<file path="config.mk">
export PLATFORM = sky130hd
export DESIGN_NAME = dma_engine
export DESIGN_NICKNAME = d
export VERILOG_FILES = /design/src/dma_pkg.sv /design/src/dma_engine.sv
export VERILOG_INCLUDE_DIRS = /design/src
export SDC_FILE = /design/constraint.sdc
export NUM_CORES = 1
export LEC_CHECK = 0
export BUFFER_PORTS_ARGS = -buffer_cell sky130_fd_sc_hd__buf_2
export CAP_MARGIN = 20
export CORE_MARGIN = 2
export CORE_UTILIZATION = 42
export CTS_BUF_LIST = sky130_fd_sc_hd__clkbuf_8
export DETAILED_ROUTE_END_ITERATION = 10
export PLACE_DENSITY = 0.76
export SYNTH_ARGS = -nofsm -noshare
export SYNTH_HDL_FRONTEND = slang
export SYNTH_SLANG_ARGS = --single-unit
</file>
<file path="constraint.sdc">
create_clock -name clk -period 4.58 [get_ports clk]
set_input_delay 0.916 -clock clk [delete_from_list [all_inputs] [get_ports clk]]
set_output_delay 0.916 -clock clk [all_outputs]
set_load 0.02 [all_outputs]
</file>
<file path="src/dma_defines.svh">
/*
 * shared constants for the DMA block
 *   register word addresses (start, io start, mem start, count)
 *   host region bases for data RAM and I/O buffer
 *   memory depth and address/count widths
 */

`ifndef DMA_DEFINES_SVH
`define DMA_DEFINES_SVH

// host word addresses of the DMA registers
`define DMA_REG_START 14'h3FF0
`define DMA_REG_IOSTR 14'h3FF1
`define DMA_REG_MESTR 14'h3FF2
`define DMA_REG_DCNTR 14'h3FF3

// region bases, word addressed
`define DMA_RAM_BASE 14'h0000
`define DMA_IOB_BASE 14'h1000

// widths
`define DMA_WORD_BITS 16
`define DMA_HADR_BITS 14
`define DMA_DEPTH_BITS 12
`define DMA_CNT_BITS 13

`endif
</file>
<file path="src/dma_pkg.sv">
/*
 * DMA types
 *   word, host address, memory index and count types
 *   transfer direction enum
 */

`default_nettype none

`include "dma_defines.svh"

package dma_pkg;

	typedef logic [`DMA_WORD_BITS-1:0] word_t;
	typedef logic [`DMA_HADR_BITS-1:0] hadr_t;
	typedef logic [`DMA_DEPTH_BITS-1:0] madr_t;
	typedef logic [`DMA_CNT_BITS-1:0] cnt_t;

	// encoding matches the status bits and the start value
	typedef enum logic [1:0] {
		dir_none   = 2'd0,
		dir_mem2io = 2'd1,
		dir_io2mem = 2'd2
	} dir_e;

endpackage

`default_nettype wire

</file>
<file path="src/dma_engine.sv">
/*
 * DMA transfer engine
 *   start accept, remaining-word counter
 *   source and destination address counters
 *   run / lag pipeline, two words in flight
 *   memory port routing between DMA and host
 */

`default_nettype none

module dma_engine (
	input  wire             clk,
	input  wire             rst_n,
	input  dma_pkg::dir_e   start_dir,
	input  dma_pkg::madr_t  io_start,
	input  dma_pkg::madr_t  mem_start,
	input  dma_pkg::cnt_t   count,
	input  wire             ram_host_we,
	input  wire             iob_host_we,
	input  dma_pkg::madr_t  host_madr,
	input  dma_pkg::word_t  host_wdata,
	input  dma_pkg::madr_t  host_radr_idx,
	input  dma_pkg::word_t  ram_q,
	input  dma_pkg::word_t  iob_q,
	output dma_pkg::dir_e   busy_dir,
	output logic            ram_we,
	output dma_pkg::madr_t  ram_wadr,
	output dma_pkg::word_t  ram_wdata,
	output dma_pkg::madr_t  ram_radr,
	output logic            iob_we,
	output dma_pkg::madr_t  iob_wadr,
	output dma_pkg::word_t  iob_wdata,
	output dma_pkg::madr_t  iob_radr,
	output dma_pkg::word_t  ram_rdata,
	output dma_pkg::word_t  iob_rdata
);

	dma_pkg::cnt_t  rem;
	dma_pkg::dir_e  cur_dir;
	dma_pkg::madr_t src_adr;
	dma_pkg::madr_t dst_adr;
	dma_pkg::word_t wdata_q;
	logic           run;
	logic           run_l1;
	logic           run_l2;
	logic           busy;
	logic           accept;
	logic           to_io;
	logic           to_mem;
	logic           rd_blk_q;

	// run covers the source read cycles, l2 the destination writes
	assign run    = (rem != '0);
	assign busy   = run | run_l1 | run_l2;
	assign accept = (start_dir != dma_pkg::dir_none) & ~busy;

	assign busy_dir = busy ? cur_dir : dma_pkg::dir_none;
	assign to_io    = busy & (cur_dir == dma_pkg::dir_mem2io);
	assign to_mem   = busy & (cur_dir == dma_pkg::dir_io2mem);

	always_ff @(posedge clk or negedge rst_n) begin
		if (!rst_n) begin
			rem     <= '0;
			cur_dir <= dma_pkg::dir_none;
		end else if (accept) begin
			rem     <= count;
			cur_dir <= start_dir;
		end else if (run) begin
			rem <= rem - 1'b1;
		end
	end

	always_ff @(posedge clk or negedge rst_n) begin
		if (!rst_n) begin
			run_l1   <= 1'b0;
			run_l2   <= 1'b0;
			rd_blk_q <= 1'b0;
		end else begin
			run_l1   <= run;
			run_l2   <= run_l1;
			rd_blk_q <= busy;
		end
	end

	// address counters wrap at the memory depth
	always_ff @(posedge clk or negedge rst_n) begin
		if (!rst_n) begin
			src_adr <= '0;
			dst_adr <= '0;
		end else if (accept) begin
			src_adr <= (start_dir == dma_pkg::dir_mem2io) ? mem_start : io_start;
			dst_adr <= (start_dir == dma_pkg::dir_mem2io) ? io_start : mem_start;
		end else begin
			if (run)
				src_adr <= src_adr + 1'b1;
			if (run_l2)
				dst_adr <= dst_adr + 1'b1;
		end
	end

	// lag stage between read data and write
	always_ff @(posedge clk) begin
		wdata_q <= (cur_dir == dma_pkg::dir_io2mem) ? iob_q : ram_q;
	end

	// data ram port
	always_comb begin
		ram_we    = ram_host_we;
		ram_wadr  = host_madr;
		ram_wdata = host_wdata;
		ram_radr  = host_radr_idx;
		if (to_mem) begin
			ram_we    = run_l2;
			ram_wadr  = dst_adr;
			ram_wdata = wdata_q;
		end else if (to_io) begin
			ram_we   = 1'b0;
			ram_radr = src_adr;
		end
	end

	// io buffer port
	always_comb begin
		iob_we    = iob_host_we;
		iob_wadr  = host_madr;
		iob_wdata = host_wdata;
		iob_radr  = host_radr_idx;
		if (to_io) begin
			iob_we    = run_l2;
			iob_wadr  = dst_adr;
			iob_wdata = wdata_q;
		end else if (to_mem) begin
			iob_we   = 1'b0;
			iob_radr = src_adr;
		end
	end

	// host reads issued during a transfer return zero
	assign ram_rdata = rd_blk_q ? '0 : ram_q;
	assign iob_rdata = rd_blk_q ? '0 : iob_q;

endmodule

`default_nettype wire

</file>
Yosys cells after proc, flatten, opt, wreduce, memory -nomap -nowiden
Index checks and enable logic that the tools add are counted.

Add/subtract/negate cells: 3. Multipliers: 0. Divide/modulo/power cells: 0. $lt $le $gt $ge: 0. Equal/unequal tests: 3. Shift operators: 0. Multiplexer cells: 24. Bitwise operators: 6. Reduce and logical (&&, ||, !) cells: 4.

Operator list (count): $mux W12 (12); $mux W16 (5); $mux W13 (2); $add A12 B1 Y12 const B (2); $reduce_bool A13 Y1 (1); $sub A13 B1 Y13 const B (1); $reduce_bool A2 Y1 (3); $eq A2 B1 Y1 const B (2); $mux W1 (4); $and A1 B1 Y1 (3); $eq A2 B2 Y1 const B (1); $mux W2 (1); $or A1 B1 Y1 (2); $not A1 Y1 (1).

Bits in registers: 58. Latch bits: 0. RAM bits: 0. Memory bits (read-only): 0. Bits of input ports: 115. Word-level logic and storage cells: 48. Memories: 0.

Depth between registers and ports, before layout
Word-level depth: 6. Depth in mapped cells: 9. Mapped depth without buffers: 8.

Worst setup path before layout
Ideal clock, no wire load.

Path type: flip-flop to output port. Start: reg rem[0]. End: out iob_radr[8]. Arrival time: 1.887 ns. Required time: 3.664 ns. Slack: 1.777 ns. Stages on the path, launching flop included: 9. Buffers on the path: 2. Cells stage by stage: dfrtp_1 > inv_1 > ha_1 > nor4b_1 > nand4_1 > nand2b_1 > buf_2 > buf_4 > mux2_1.

Word-level cells in the longest chain between the ends: 6.

Ends and longest elaborated chain: from (decl) (line dma_engine.sv:38) `dma_pkg::cnt_t rem;`; from (signal assigned) (line dma_engine.sv:66) `rem <= count;`; from (signal assigned) (line dma_engine.sv:69) `rem <= rem - 1'b1;`; $reduce_bool A13 Y1 * (line dma_engine.sv:53) `assign run = (rem != '0);`; $or A1 B1 Y1 * (2 in a row) (line dma_engine.sv:54) `assign busy = run | run_l1 | run_l2;`; via busy (line dma_engine.sv:46) `logic busy;`; $and A1 B1 Y1 (line dma_engine.sv:59) `assign to_mem = busy & (cur_dir == dma_pkg::dir_io2mem);`; $mux W12 (line dma_engine.sv:132) `end else if (to_mem) begin`; $mux W12 * (line dma_engine.sv:128) `if (to_io) begin`; to (decl) (line dma_engine.sv:33) `output dma_pkg::madr_t iob_radr,`.

Mark *: on every way through the listed nets, which the timed path passes. The rest lies on a longest branch.

Final worst setup path
Start: reg rem[0]. End: out ram_wdata[6].

Word-level cells in the longest chain between the ends: 5.

Ends and longest elaborated chain: $reduce_bool A13 Y1 (line dma_engine.sv:53); $or A1 B1 Y1 (2 in a row) (line dma_engine.sv:54); via busy (line dma_engine.sv:46); $and A1 B1 Y1 (line dma_engine.sv:59); $mux W16 (line dma_engine.sv:112) `if (to_mem) begin`; to (decl) (line dma_engine.sv:28) `output dma_pkg::word_t ram_wdata,`.

The timed path passes the listed nets, and every way through them passes these cells.

==> results.sh <==
export IMPL_status="finished clean"
export IMPL_power_leakage_nw=2.73
export IMPL_synth_top_area_cell="dfrtp_1"
export IMPL_min_to="run_l2"
export IMPL_path_clk_slew_ns=0.07
export IMPL_syn_area_per_cell_um2=9.41
export IMPL_timing_fmax_ghz=0.244
export IMPL_clk_path_buf_depth=2
export IMPL_hpwl_um=11100
export IMPL_dieHeight_um=105
export IMPL_fp_row_count=36
export IMPL_hold_path_depth=0
export IMPL_postSynthNetCount=573
export IMPL_setup_viol=0
export IMPL_post_route_period_util=0.896
export IMPL_async_flop_share=0.724
export IMPL_dr_pass1_iters=4
export IMPL_synth_seq_area_share=0.321
export IMPL_cts_tree="yes"
export IMPL_timing_hold_ws_ns=0.419
export IMPL_drc=0
export IMPL_critical_path_required_ns=3.66
export IMPL_cp_arrival_ns=3.19
export IMPL_viasPerCell=5.21
export IMPL_cts_htree_levels=3
export IMPL_path_max_fanout=28
export IMPL_synthTopCellsByArea="dfrtp_1 (25%), mux2_2 (25%), dfxtp_1 (7.5%)"
export IMPL_synth_edff_count=0
export IMPL_port_buffers=230
export IMPL_vias=4228
export IMPL_critPathKind="flip-flop to primary output"
export IMPL_clk_latency_ns=0.33
export IMPL_cts_setup_buffers=0
export IMPL_yosysWarnings=0
export IMPL_cts_hold_buffers=0
export IMPL_grt_usage=0.248
export IMPL_numCtsBuffers=9
export IMPL_synth_top_area_frac=0.246
export IMPL_worstPathCellList="inv_1 -> ha_1 -> nor4b_1 -> nand4_1 -> nand2b_2 -> buf_4 -> mux2_2 -> buf_2"
export IMPL_power_density_nw_per_um2=313
export IMPL_synth_area_um2=4270
export IMPL_grt_pass1_wl_um=21600
export IMPL_grt_pass1_vias=4146
export IMPL_core_area_um2=9820
export IMPL_vdd_drop_max_mv=0.160
export IMPL_diodes=0
export IMPL_grt_max_degree=43
export IMPL_min_delay_path_class="flip-flop to flip-flop"
export IMPL_synth_ff_type="dfrtp_1"
export IMPL_critical_path_max_stage_delay_ns=0.67
export IMPL_skew_ns=0.00736
export IMPL_crit_start="rem[0]"
export IMPL_antenna_found_initial=0
export IMPL_setup_tns_ns=0
export IMPL_start_util=0.435
export IMPL_drive_gt1_frac=0.521
export IMPL_place_gp_congestion=0.939
export IMPL_ys_ff_latch=58
export IMPL_maxCapViolations=0
export IMPL_die_w_um=105
export IMPL_nets=794
export IMPL_tightest_slew_ns=1.00
export IMPL_wl_um=13900
export IMPL_reg2regPathDepth=7
export IMPL_rrSetupSlack_ns=1.61
export IMPL_worst_path_max_delay_cell="nand2b_2"
export IMPL_ys_types=51
export IMPL_hold_violations=0
export IMPL_rr_startpoint="rem[0]"
export IMPL_grt_overflow_total=0
export IMPL_worstSetupStartpointType="flip-flop"
export IMPL_area_growth_pct=32.6
export IMPL_slew_violations=0
export IMPL_hold_path_startpoint="run_l1"
export IMPL_ios=231
export IMPL_clkSinkCount=58
export IMPL_cp_end_kind="primary output"
export IMPL_fin_crit_ns=4.10
export IMPL_drt_iter0_markers=235
export IMPL_slew_headroom=0.330
export IMPL_antenna_left=0
export IMPL_cts_resized=0
export IMPL_netlist_instances=454
export IMPL_root_buffer="clkbuf_8"
export IMPL_rsz0062_at_grt="false"
export IMPL_drt_wirelength_per_cell_um=17.2
export IMPL_dieArea_um2=11000
export IMPL_regToRegEndpoint="dst_adr[1]"
==> cell usage after synthesis (4+ instances only) <==
| library cell | n |
|---|---|
| ha_1 | 4 |
| dfrtp_1 | 42 |
| a21oi_1 | 17 |
| nand2_1 | 62 |
| clkbuf_1 | 8 |
| nor3_1 | 8 |
| xor2_1 | 10 |
| and3_1 | 8 |
| xnor2_1 | 18 |
| o21ai_0 | 8 |
| nor4_1 | 8 |
| buf_4 | 8 |
| nand3_1 | 11 |
| dfxtp_1 | 16 |
| mux2_2 | 93 |
| buf_2 | 7 |
| nor2_1 | 21 |
| mux2i_1 | 16 |
| nor2b_1 | 34 |
| nand4_1 | 4 |
==> state kept, by name, summed over array words and instances (netlist names) <==
signal    cells
rd_blk_q      1
src_adr      12
cur_dir       2
rem          13
run_l1        1
run_l2        1
dst_adr      12
wdata_q      16
==> cell families (layout without fill, tap and decap cells) <==
logic type | after synthesis | count (layout) | share of synthesized area
XOR/XNOR | 28 | 28 | 0.0574
multiplexers | 111 | 111 | 0.288
adder cells (fa/ha/maj) | 4 | 4 | 0.0117
AND/OR/NAND/NOR | 179 | 179 | 0.219
flip-flops | 58 | 58 | 0.321
AO/OA/AOI/OAI | 43 | 43 | 0.0618
buffers and inverters | 31 | 256 | 0.0416
==> metal layers <==
metal  GRT usage  vias up  share of wire
li1            -     2042              -
met1       0.333     2022           0.44
met2       0.410      151           0.49
met3      0.0424       13          0.061
met4      0.0714        0          0.014
met5           0        -              0
==> final cells by class <==
type	count	area, µm²
clock buffer	11	151
clock inverter	4	18.8
fill	919	4150
inverter	4	15.0
multi-input combinational	365	2730
sequential	58	1370
tap	133	166
timing repair buffer	237	1220
==> worst max path at each step <==
stage | endpoint | slack (ns) | cells after the start
2_1_floorplan | iob_radr[8] | 1.78 | 8
3_3_place_gp | ram_wdata[5] | 0.94 | 8
3_5_place_dp | ram_wdata[6] | 0.81 | 8
4_1_cts | ram_wdata[6] | 0.44 | 8
5_1_grt | ram_wdata[1] | 0.30 | 8
6_report | ram_wdata[6] | 0.48 | 8
==> stage by stage <==
step,instances,total power [W],worst slack [ns],utilization,instance area [µm²]
6_report,812,0.00178,0.475,0.577,5670
5_1_grt,812,0.00190,0.296,0.577,5670
4_1_cts,810,0.00179,0.442,0.575,5640
3_5_place_dp,795,0.00137,0.810,0.557,5470
3_3_place_gp,795,0.00133,0.941,0.557,5470
2_1_floorplan,454,0.00114,1.78,-,4270
==> critical path: cells and delay by family (launching register included) <==
family                   cells  cell delay, ns
AND/OR/NAND/NOR              3            1.29
buffers and inverters        3            0.63
flip-flops                   1            0.40
multiplexers                 1            0.36
adder cells (fa/ha/maj)      1            0.17
==> placed cells by master (no fill, tap or decap), drive strengths merged, types with 2 or more instances in the layout <==
| master | instances |
|---|---|
| a21oi | 17 |
| a31oi | 3 |
| and2 | 2 |
| and3 | 8 |
| and4 | 2 |
| buf | 237 |
| clkbuf | 11 |
| clkinv | 3 |
| dfrtp | 42 |
| dfxtp | 16 |
| ha | 4 |
| inv | 5 |
| mux2 | 95 |
| mux2i | 16 |
| nand2 | 62 |
| nand2b | 3 |
| nand3 | 12 |
| nand3b | 2 |
| nand4 | 4 |
| nor2 | 22 |
| nor2b | 34 |
| nor3 | 9 |
| nor3b | 2 |
| nor4 | 8 |
| nor4b | 3 |
| o211ai | 2 |
| o21a | 2 |
| o21ai | 10 |
| or4 | 4 |
| xnor2 | 18 |
| xor2 | 10 |
==> power breakdown <==
| group | total [W] | leakage, nW | switching (W) | internal (W) |
|---|---|---|---|---|
| registers | 0.000824 | 0.599 | 0.000186 | 0.000637 |
| logic | 0.000535 | 2.03 | 0.000274 | 0.000262 |
| clock network | 0.000418 | 0.0961 | 0.000200 | 0.000218 |
| total | 0.00178 | 2.73 | 0.000660 | 0.00112 |
(Power assumes the default switching activity.)
