==> config.mk <==
export PLATFORM = sky130hd
export DESIGN_NAME = dma_regs
export DESIGN_NICKNAME = d
export VERILOG_FILES = /design/src/dma_pkg.sv /design/src/dma_regs.sv
export VERILOG_INCLUDE_DIRS = /design/src
export SDC_FILE = /design/constraint.sdc
export NUM_CORES = 1
export LEC_CHECK = 0
export BUFFER_PORTS_ARGS = -buffer_cell sky130_fd_sc_hd__buf_2
export CAP_MARGIN = 5
export CORE_MARGIN = 1
export CORE_UTILIZATION = 47
export DETAILED_ROUTE_END_ITERATION = 6
export PLACE_DENSITY = 0.87
export SKIP_CTS_REPAIR_TIMING = 1
export SLEW_MARGIN = 20
export SYNTH_ARGS = -nofsm -noshare
export SYNTH_HDL_FRONTEND = slang
export SYNTH_SLANG_ARGS = --single-unit
==> constraint.sdc <==
create_clock -name clk -period 3.9 [get_ports clk]
set_clock_uncertainty 0.1 [all_clocks]
set_input_delay 1.17 -clock clk [delete_from_list [all_inputs] [get_ports clk]]
set_output_delay 1.17 -clock clk [all_outputs]
set_load 0.03 [all_outputs]
==> src/dma_defines.svh <==
/*
 * shared constants for the DMA block
 *   register word addresses (start, io start, mem start, count)
 *   host region bases for data RAM and I/O buffer
 *   memory depth and address/count widths
 */

`ifndef DMA_DEFINES_SVH
`define DMA_DEFINES_SVH

// host word addresses of the DMA registers
`define DMA_REG_START 14'h3FF0
`define DMA_REG_IOSTR 14'h3FF1
`define DMA_REG_MESTR 14'h3FF2
`define DMA_REG_DCNTR 14'h3FF3

// region bases, word addressed
`define DMA_RAM_BASE 14'h0000
`define DMA_IOB_BASE 14'h1000

// widths
`define DMA_WORD_BITS 16
`define DMA_HADR_BITS 14
`define DMA_DEPTH_BITS 12
`define DMA_CNT_BITS 13

`endif
==> src/dma_pkg.sv <==
/*
 * DMA types
 *   word, host address, memory index and count types
 *   transfer direction enum
 */

`default_nettype none

`include "dma_defines.svh"

package dma_pkg;

	typedef logic [`DMA_WORD_BITS-1:0] word_t;
	typedef logic [`DMA_HADR_BITS-1:0] hadr_t;
	typedef logic [`DMA_DEPTH_BITS-1:0] madr_t;
	typedef logic [`DMA_CNT_BITS-1:0] cnt_t;

	// encoding matches the status bits and the start value
	typedef enum logic [1:0] {
		dir_none   = 2'd0,
		dir_mem2io = 2'd1,
		dir_io2mem = 2'd2
	} dir_e;

endpackage

`default_nettype wire

==> src/dma_regs.sv <==
/*
 * DMA host register block
 *   host write decode into setup registers and memory strobes
 *   start decode, one-cycle pulse
 *   registered read select and read data merge
 */

`default_nettype none

`include "dma_defines.svh"

module dma_regs (
	input  wire             clk,
	input  wire             rst_n,
	input  wire             host_we,
	input  dma_pkg::hadr_t  host_wadr,
	input  dma_pkg::word_t  host_wdata,
	input  dma_pkg::hadr_t  host_radr,
	input  dma_pkg::dir_e   busy_dir,
	input  dma_pkg::word_t  ram_rdata,
	input  dma_pkg::word_t  iob_rdata,
	output dma_pkg::word_t  host_rdata,
	output dma_pkg::dir_e   start_dir,
	output dma_pkg::madr_t  io_start,
	output dma_pkg::madr_t  mem_start,
	output dma_pkg::cnt_t   count,
	output logic            ram_host_we,
	output logic            iob_host_we,
	output dma_pkg::madr_t  host_madr,
	output dma_pkg::word_t  host_wdata_o,
	output dma_pkg::madr_t  host_radr_idx
);

	logic           wr_start;
	logic           wr_iostr;
	logic           wr_mestr;
	logic           wr_dcntr;
	logic           start_ok;
	logic [2:0]     rsel;
	logic [2:0]     rsel_q;
	dma_pkg::word_t reg_mux;
	dma_pkg::word_t reg_q;

	// upper address bits select a 4K-word region
	function automatic logic in_region(input dma_pkg::hadr_t adr, input dma_pkg::hadr_t base);
		return (adr >> `DMA_DEPTH_BITS) == (base >> `DMA_DEPTH_BITS);
	endfunction

	// write decode
	assign wr_start = host_we & (host_wadr == `DMA_REG_START);
	assign wr_iostr = host_we & (host_wadr == `DMA_REG_IOSTR);
	assign wr_mestr = host_we & (host_wadr == `DMA_REG_MESTR);
	assign wr_dcntr = host_we & (host_wadr == `DMA_REG_DCNTR);

	assign ram_host_we = host_we & in_region(host_wadr, `DMA_RAM_BASE);
	assign iob_host_we = host_we & in_region(host_wadr, `DMA_IOB_BASE);

	assign host_madr     = host_wadr[`DMA_DEPTH_BITS-1:0];
	assign host_wdata_o  = host_wdata;
	assign host_radr_idx = host_radr[`DMA_DEPTH_BITS-1:0];

	// values 0 and 3 never start; busy is checked in the engine
	assign start_ok  = wr_start & (host_wdata[1] ^ host_wdata[0]) & (count != '0);
	assign start_dir = start_ok ? dma_pkg::dir_e'(host_wdata[1:0]) : dma_pkg::dir_none;

	// setup registers
	always_ff @(posedge clk or negedge rst_n) begin
		if (!rst_n) begin
			io_start  <= '0;
			mem_start <= '0;
			count     <= '0;
		end else begin
			if (wr_iostr)
				io_start <= host_wdata[13:2];
			if (wr_mestr)
				mem_start <= host_wdata[13:2];
			if (wr_dcntr)
				count <= host_wdata[`DMA_CNT_BITS-1:0];
		end
	end

	// register read data, unmapped reads give zero
	always_comb begin
		case (host_radr)
			`DMA_REG_START: reg_mux = {14'd0, busy_dir};
			`DMA_REG_IOSTR: reg_mux = {2'b00, io_start, 2'b00};
			`DMA_REG_MESTR: reg_mux = {2'b00, mem_start, 2'b00};
			`DMA_REG_DCNTR: reg_mux = {3'b000, count};
			default:        reg_mux = '0;
		endcase
	end

	// one-hot select: bit 2 io buffer, bit 1 data ram, bit 0 registers
	assign rsel = {in_region(host_radr, `DMA_IOB_BASE),
	               in_region(host_radr, `DMA_RAM_BASE),
	               ~in_region(host_radr, `DMA_IOB_BASE) & ~in_region(host_radr, `DMA_RAM_BASE)};

	always_ff @(posedge clk or negedge rst_n) begin
		if (!rst_n)
			rsel_q <= '0;
		else
			rsel_q <= rsel;
	end

	// status is sampled at read time, not at return time
	always_ff @(posedge clk) begin
		reg_q <= reg_mux;
	end

	always_comb begin
		if (rsel_q[2])
			host_rdata = iob_rdata;
		else if (rsel_q[1])
			host_rdata = ram_rdata;
		else if (rsel_q[0])
			host_rdata = reg_q;
		else
			host_rdata = '0;
	end

endmodule

`default_nettype wire

=== Word-level counts from Yosys, hierarchy flattened ===
Cells that the tools add are included.

* Flip-flop bits (word level): 54
* Bits in latches: 0
* Bits in writable memories: 0
* Bits in read-only memories: 0
* Bits of input ports: 81
* Output and inout port bits: 97
* Memories kept: 0

* Add/sub/neg operators: 0
* $mul: 0
* Div/mod/pow operators: 0
* Order comparisons: 0
* Equality and inequality tests: 10
* Shifts and indexed selects: 0
* Muxes and demuxes: 5
* Bitwise gates (word level): 12
* Reductions and logical operators: 3

{| class="wikitable"
|+ Operator list
! cell !! count
|-
| $eq A14 B14 Y1 const B || 8
|-
| $pmux W14 S4 || 1
|-
| $mux W16 || 2
|-
| $logic_not A14 Y1 || 2
|-
| $mux W14 || 1
|-
| $reduce_bool A13 Y1 || 1
|-
| $and A1 B1 Y1 || 9
|-
| $eq A2 B1 Y1 const B || 2
|-
| $mux W2 || 1
|-
| $not A1 Y1 || 2
|-
| $xor A1 B1 Y1 || 1
|}

=== Longest topological paths before layout ===
* Word-level depth: 5
* Depth in mapped cells: 5
* Gate-level depth less buffers: 3

=== Least setup slack after synthesis ===
No wires, ideal clock.

* Kind: input to output
* From: input host_wadr[7]
* To: output start_dir[0]
* Arrival: 2.981 ns
* Required time: 2.630 ns
* Path slack: -0.351 ns
* Stages on the path: 3
* Path through: nand4_1 or4_1 nor4_1

* Cells in the longest elaborated chain, start to end: 5

{| class="wikitable"
|+ RTL lines
! element !! RTL line !! RTL
|-
| start: declaration || dma_regs.sv:16 || <nowiki>input dma_pkg::hadr_t host_wadr,</nowiki>
|-
| $eq A14 B14 Y1 (no source line) || - ||
|-
| $and A1 B1 Y1 || dma_regs.sv:50 || <nowiki>assign wr_start = host_we & (host_wadr == `DMA_REG_START);</nowiki>
|-
| $and A1 B1 Y1 (2 in a row) || dma_regs.sv:63 || <nowiki>assign start_ok = wr_start & (host_wdata[1] ^ host_wdata[0]) & (count != '0);</nowiki>
|-
| $mux W2 || dma_regs.sv:64 || <nowiki>assign start_dir = start_ok ? dma_pkg::dir_e'(host_wdata[1:0]) : dma_pkg::dir_none;</nowiki>
|-
| end: declaration || dma_regs.sv:23 || <nowiki>output dma_pkg::dir_e start_dir,</nowiki>
|}

Every way passes these cells.

=== Worst setup path in the final report ===
* From: input host_wadr[3]
* To: output start_dir[1]

The elaborated chain is that of the path after synthesis.

==> impl_metrics.env <==
export IMPL_run_status="complete, no violations"
export IMPL_cts_tree="yes"
export IMPL_final_core_utilization=0.621
export IMPL_floorplan_die_width_um=80.3
export IMPL_antenna_violating_nets_left=0
export IMPL_growth_of_design_area_from_synthesis_to_finish_pct=27.6
export IMPL_final_design_area_no_fill_um2=3670
export IMPL_max_slew_margin=0.339
export IMPL_power_leakage_nw=1.96
export IMPL_floorplan_io_pins=178
export IMPL_global_route_wire_length_before_repair_um=11000
export IMPL_total_switching_power_mw=0.317
export IMPL_grt_overflow=0
export IMPL_cts_sinks=54
export IMPL_die_h_um=80.3
export IMPL_fmax_ghz=0.269
export IMPL_cp_max_fo=2
export IMPL_ir_drop_mv=0.179
export IMPL_timing_worst_slew_pin_value_ps=990
export IMPL_place_port_buffers=173
export IMPL_gate_count_after_technology_mapping=270
export IMPL_clockBufferDepth=2
export IMPL_grt_antenna_before_repair=0
export IMPL_ys_types=27
export IMPL_number_of_maximum_capacitance_violations=0
export IMPL_rsz0062_at_grt="no"
export IMPL_power_share_clock=0.361
export IMPL_clockRootBuffer="sky130_fd_sc_hd__clkbuf_8"
export IMPL_detail_route_first_pass_iterations=4
export IMPL_type_of_element_capturing_the_critical_path="output port"
export IMPL_final_max_slew_viol_count=0
export IMPL_fill_cells=509
export IMPL_via_count=2489
export IMPL_power_frac_seq=0.474
export IMPL_critPathArrivalTime_ps=2450
export IMPL_internal_power_mw=0.873
export IMPL_insertion_delay_ps=310
export IMPL_holdCritPathClass="reg2reg"
export IMPL_power_mw=1.19
export IMPL_synth_sequential_area_ratio=0.445
export IMPL_clk_transition_reported_paths_ps=100
export IMPL_grt_max_degree=41
export IMPL_core_rowCount=28
export IMPL_overall_track_demand_over_capacity_in_global_routing=0.228
export IMPL_criticalPathCategory="in2out"
export IMPL_comb_power_share=0.166
export IMPL_final_nets=483
export IMPL_hpwlAfterDp_um=5700
export IMPL_cp_data_required_time_ps=2630
export IMPL_startpoint_type="input pin"
export IMPL_initialDrtViolationCount=97
export IMPL_cts_inserted_buffers=5
export IMPL_drt_total_wl_um=7410
export IMPL_mappedNetlistNets=351
export IMPL_syn_cell_area_um2=2880
export IMPL_post_route_period_util=0.954
export IMPL_placeable_core_area_um2=5920
export IMPL_dpl_cell_area_um2=3540
export IMPL_power_per_cell_area_nw_per_um2=324
export IMPL_start_util=0.486
export IMPL_post_synth_cell_area_avg_um2=10.7
export IMPL_drive_gt1_frac=0.605
export IMPL_ctsHtreeMaxLevel=2
export IMPL_vias_per_cell=5.21
export IMPL_setup_violations_final=0
export IMPL_timing_final_hold_violations=0
export IMPL_die_area_um2=6440
export IMPL_timing_final_crit_period_ps=3720
export IMPL_swShare=0.267
export IMPL_routedWlPerCell_um=15.5
export IMPL_drc=0
export IMPL_grt_pass1_vias=2342
export IMPL_n_antenna_cell=0
export IMPL_gp_congestion=0.803
export IMPL_postSynthRegisterBits=54
export IMPL_synthesis_yosys_warnings=0
-- cell usage after synthesis --
library cell	instances	area [um2]
sky130_fd_sc_hd__or3b_4	1	11.3
sky130_fd_sc_hd__and4_1	1	8.76
sky130_fd_sc_hd__a21oi_1	4	20.0
sky130_fd_sc_hd__nor4_1	4	25.0
sky130_fd_sc_hd__or2_2	1	6.26
sky130_fd_sc_hd__dfxtp_1	14	280
sky130_fd_sc_hd__nand2b_1	2	12.5
sky130_fd_sc_hd__and3b_1	2	17.5
sky130_fd_sc_hd__o21ai_0	16	80.1
sky130_fd_sc_hd__buf_4	42	315
sky130_fd_sc_hd__nor4_4	3	63.8
sky130_fd_sc_hd__nand4_1	4	25.0
sky130_fd_sc_hd__clkbuf_1	13	48.8
sky130_fd_sc_hd__nand4b_1	4	35.0
sky130_fd_sc_hd__nand2_1	22	82.6
sky130_fd_sc_hd__nand3b_1	1	7.51
sky130_fd_sc_hd__or4_1	1	7.51
sky130_fd_sc_hd__or3_1	1	6.26
sky130_fd_sc_hd__buf_6	1	11.3
sky130_fd_sc_hd__nor3_1	1	5.00
sky130_fd_sc_hd__nand3_1	2	10.0
sky130_fd_sc_hd__dfrtp_1	40	1000
sky130_fd_sc_hd__a22oi_1	24	180
sky130_fd_sc_hd__nor2b_1	3	18.8
sky130_fd_sc_hd__nor3b_1	1	7.51
sky130_fd_sc_hd__mux2_2	48	541
sky130_fd_sc_hd__nor2_1	14	52.6
-- cells in the final DEF, fill, tap and decap left out, types with 2 or more instances in the layout --
| cell | Yosys | layout |
|---|---|---|
| sky130_fd_sc_hd__a22oi_1 | 24 | 24 |
| sky130_fd_sc_hd__buf_2 | 0 | 173 |
| sky130_fd_sc_hd__dfxtp_1 | 14 | 14 |
| sky130_fd_sc_hd__nand2_1 | 22 | 22 |
| sky130_fd_sc_hd__o21ai_0 | 16 | 16 |
| sky130_fd_sc_hd__and3b_1 | 2 | 2 |
| sky130_fd_sc_hd__nor4_1 | 4 | 2 |
| sky130_fd_sc_hd__nor4_4 | 3 | 3 |
| sky130_fd_sc_hd__nor4_2 | 0 | 2 |
| sky130_fd_sc_hd__nand4b_1 | 4 | 4 |
| sky130_fd_sc_hd__mux2_2 | 48 | 48 |
| sky130_fd_sc_hd__buf_4 | 42 | 8 |
| sky130_fd_sc_hd__dfrtp_1 | 40 | 40 |
| sky130_fd_sc_hd__nand2b_1 | 2 | 2 |
| sky130_fd_sc_hd__nor2_1 | 14 | 14 |
| sky130_fd_sc_hd__nor2b_1 | 3 | 3 |
| sky130_fd_sc_hd__nand4_1 | 4 | 4 |
| sky130_fd_sc_hd__a21oi_1 | 4 | 4 |
| sky130_fd_sc_hd__nand3_1 | 2 | 2 |
| sky130_fd_sc_hd__clkbuf_8 | 0 | 6 |
-- worst paths after layout --
kind / start / endpoint / slack (ps) / cells past startpoint
worst max-delay path: host_wadr[3] / start_dir[1] / 180 / 5
worst min-delay path: io_start[1] / io_start[1] / 440 / 1
worst max register to register: count[12] / reg_q[12] / 2680 / 3
worst min register to register: io_start[1] / io_start[1] / 440 / 1
max in group asynchronous: rst_n / count[6] / 2270 / 1
min in group asynchronous: rst_n / io_start[7] / 870 / 1
-- area by class of cell --
cell class / instances / area, um2 / area share
Clock inverter: 1 / 30.0 / 0.00817
Multi-Input combinational cell: 160 / 1240 / 0.336
Timing Repair Buffer: 181 / 926 / 0.252
Tap cell: 75 / 93.8 / 0.0255
Sequential cell: 54 / 1280 / 0.349
Clock buffer: 7 / 108 / 0.0293
-- metrics by stage --
stage          hold WS (ps)  setup slack [ps]  cells  TNS (ps)
2_1_floorplan           574             -46.8    270     -93.5
3_5_place_dp            421               185    470         0
5_1_grt                 468              80.5    478         0
6_report                441               178    478         0
3_3_place_gp            408               207    470         0
4_1_cts                 443               186    478         0
-- critical path, stage by stage --
cell and delay [ps]:
sky130_fd_sc_hd__buf_2 100, sky130_fd_sc_hd__or3b_4 390, sky130_fd_sc_hd__or2_2 310, sky130_fd_sc_hd__nor4_2 240, sky130_fd_sc_hd__buf_2 230
-- cell families after synthesis --
logic type,count (synthesis),synth area share
DFF,54,0.445
buffers and inverters,56,0.130
AOI/OAI and AO/OA,44,0.0973
muxes,48,0.188
and+or+nand+nor,68,0.140
-- metal layers --
layer	routed length [um]	vias up	share of wire	track usage
met4	186	0	0.025	0.0875
met5	0	-	0	0
li1	-	1189	-	-
met1	2960	1187	0.40	0.258
met3	421	20	0.057	0.0398
met2	3840	93	0.52	0.424
-- power groups by stage --
stage | clock network (mW) | logic (mW) | registers [mW]
2_1_floorplan | 0 | 0.138 | 0.573
3_3_place_gp | 0 | 0.194 | 0.575
3_5_place_dp | 0 | 0.198 | 0.575
4_1_cts | 0.433 | 0.198 | 0.564
5_1_grt | 0.458 | 0.212 | 0.564
6_report | 0.430 | 0.197 | 0.564
-- registers in the layout, indices dropped and copies added (netlist names) --
register	flops
count	13
rsel_q	3
io_start	12
reg_q	14
mem_start	12
Note: power is estimated with default switching activity, not from simulation.
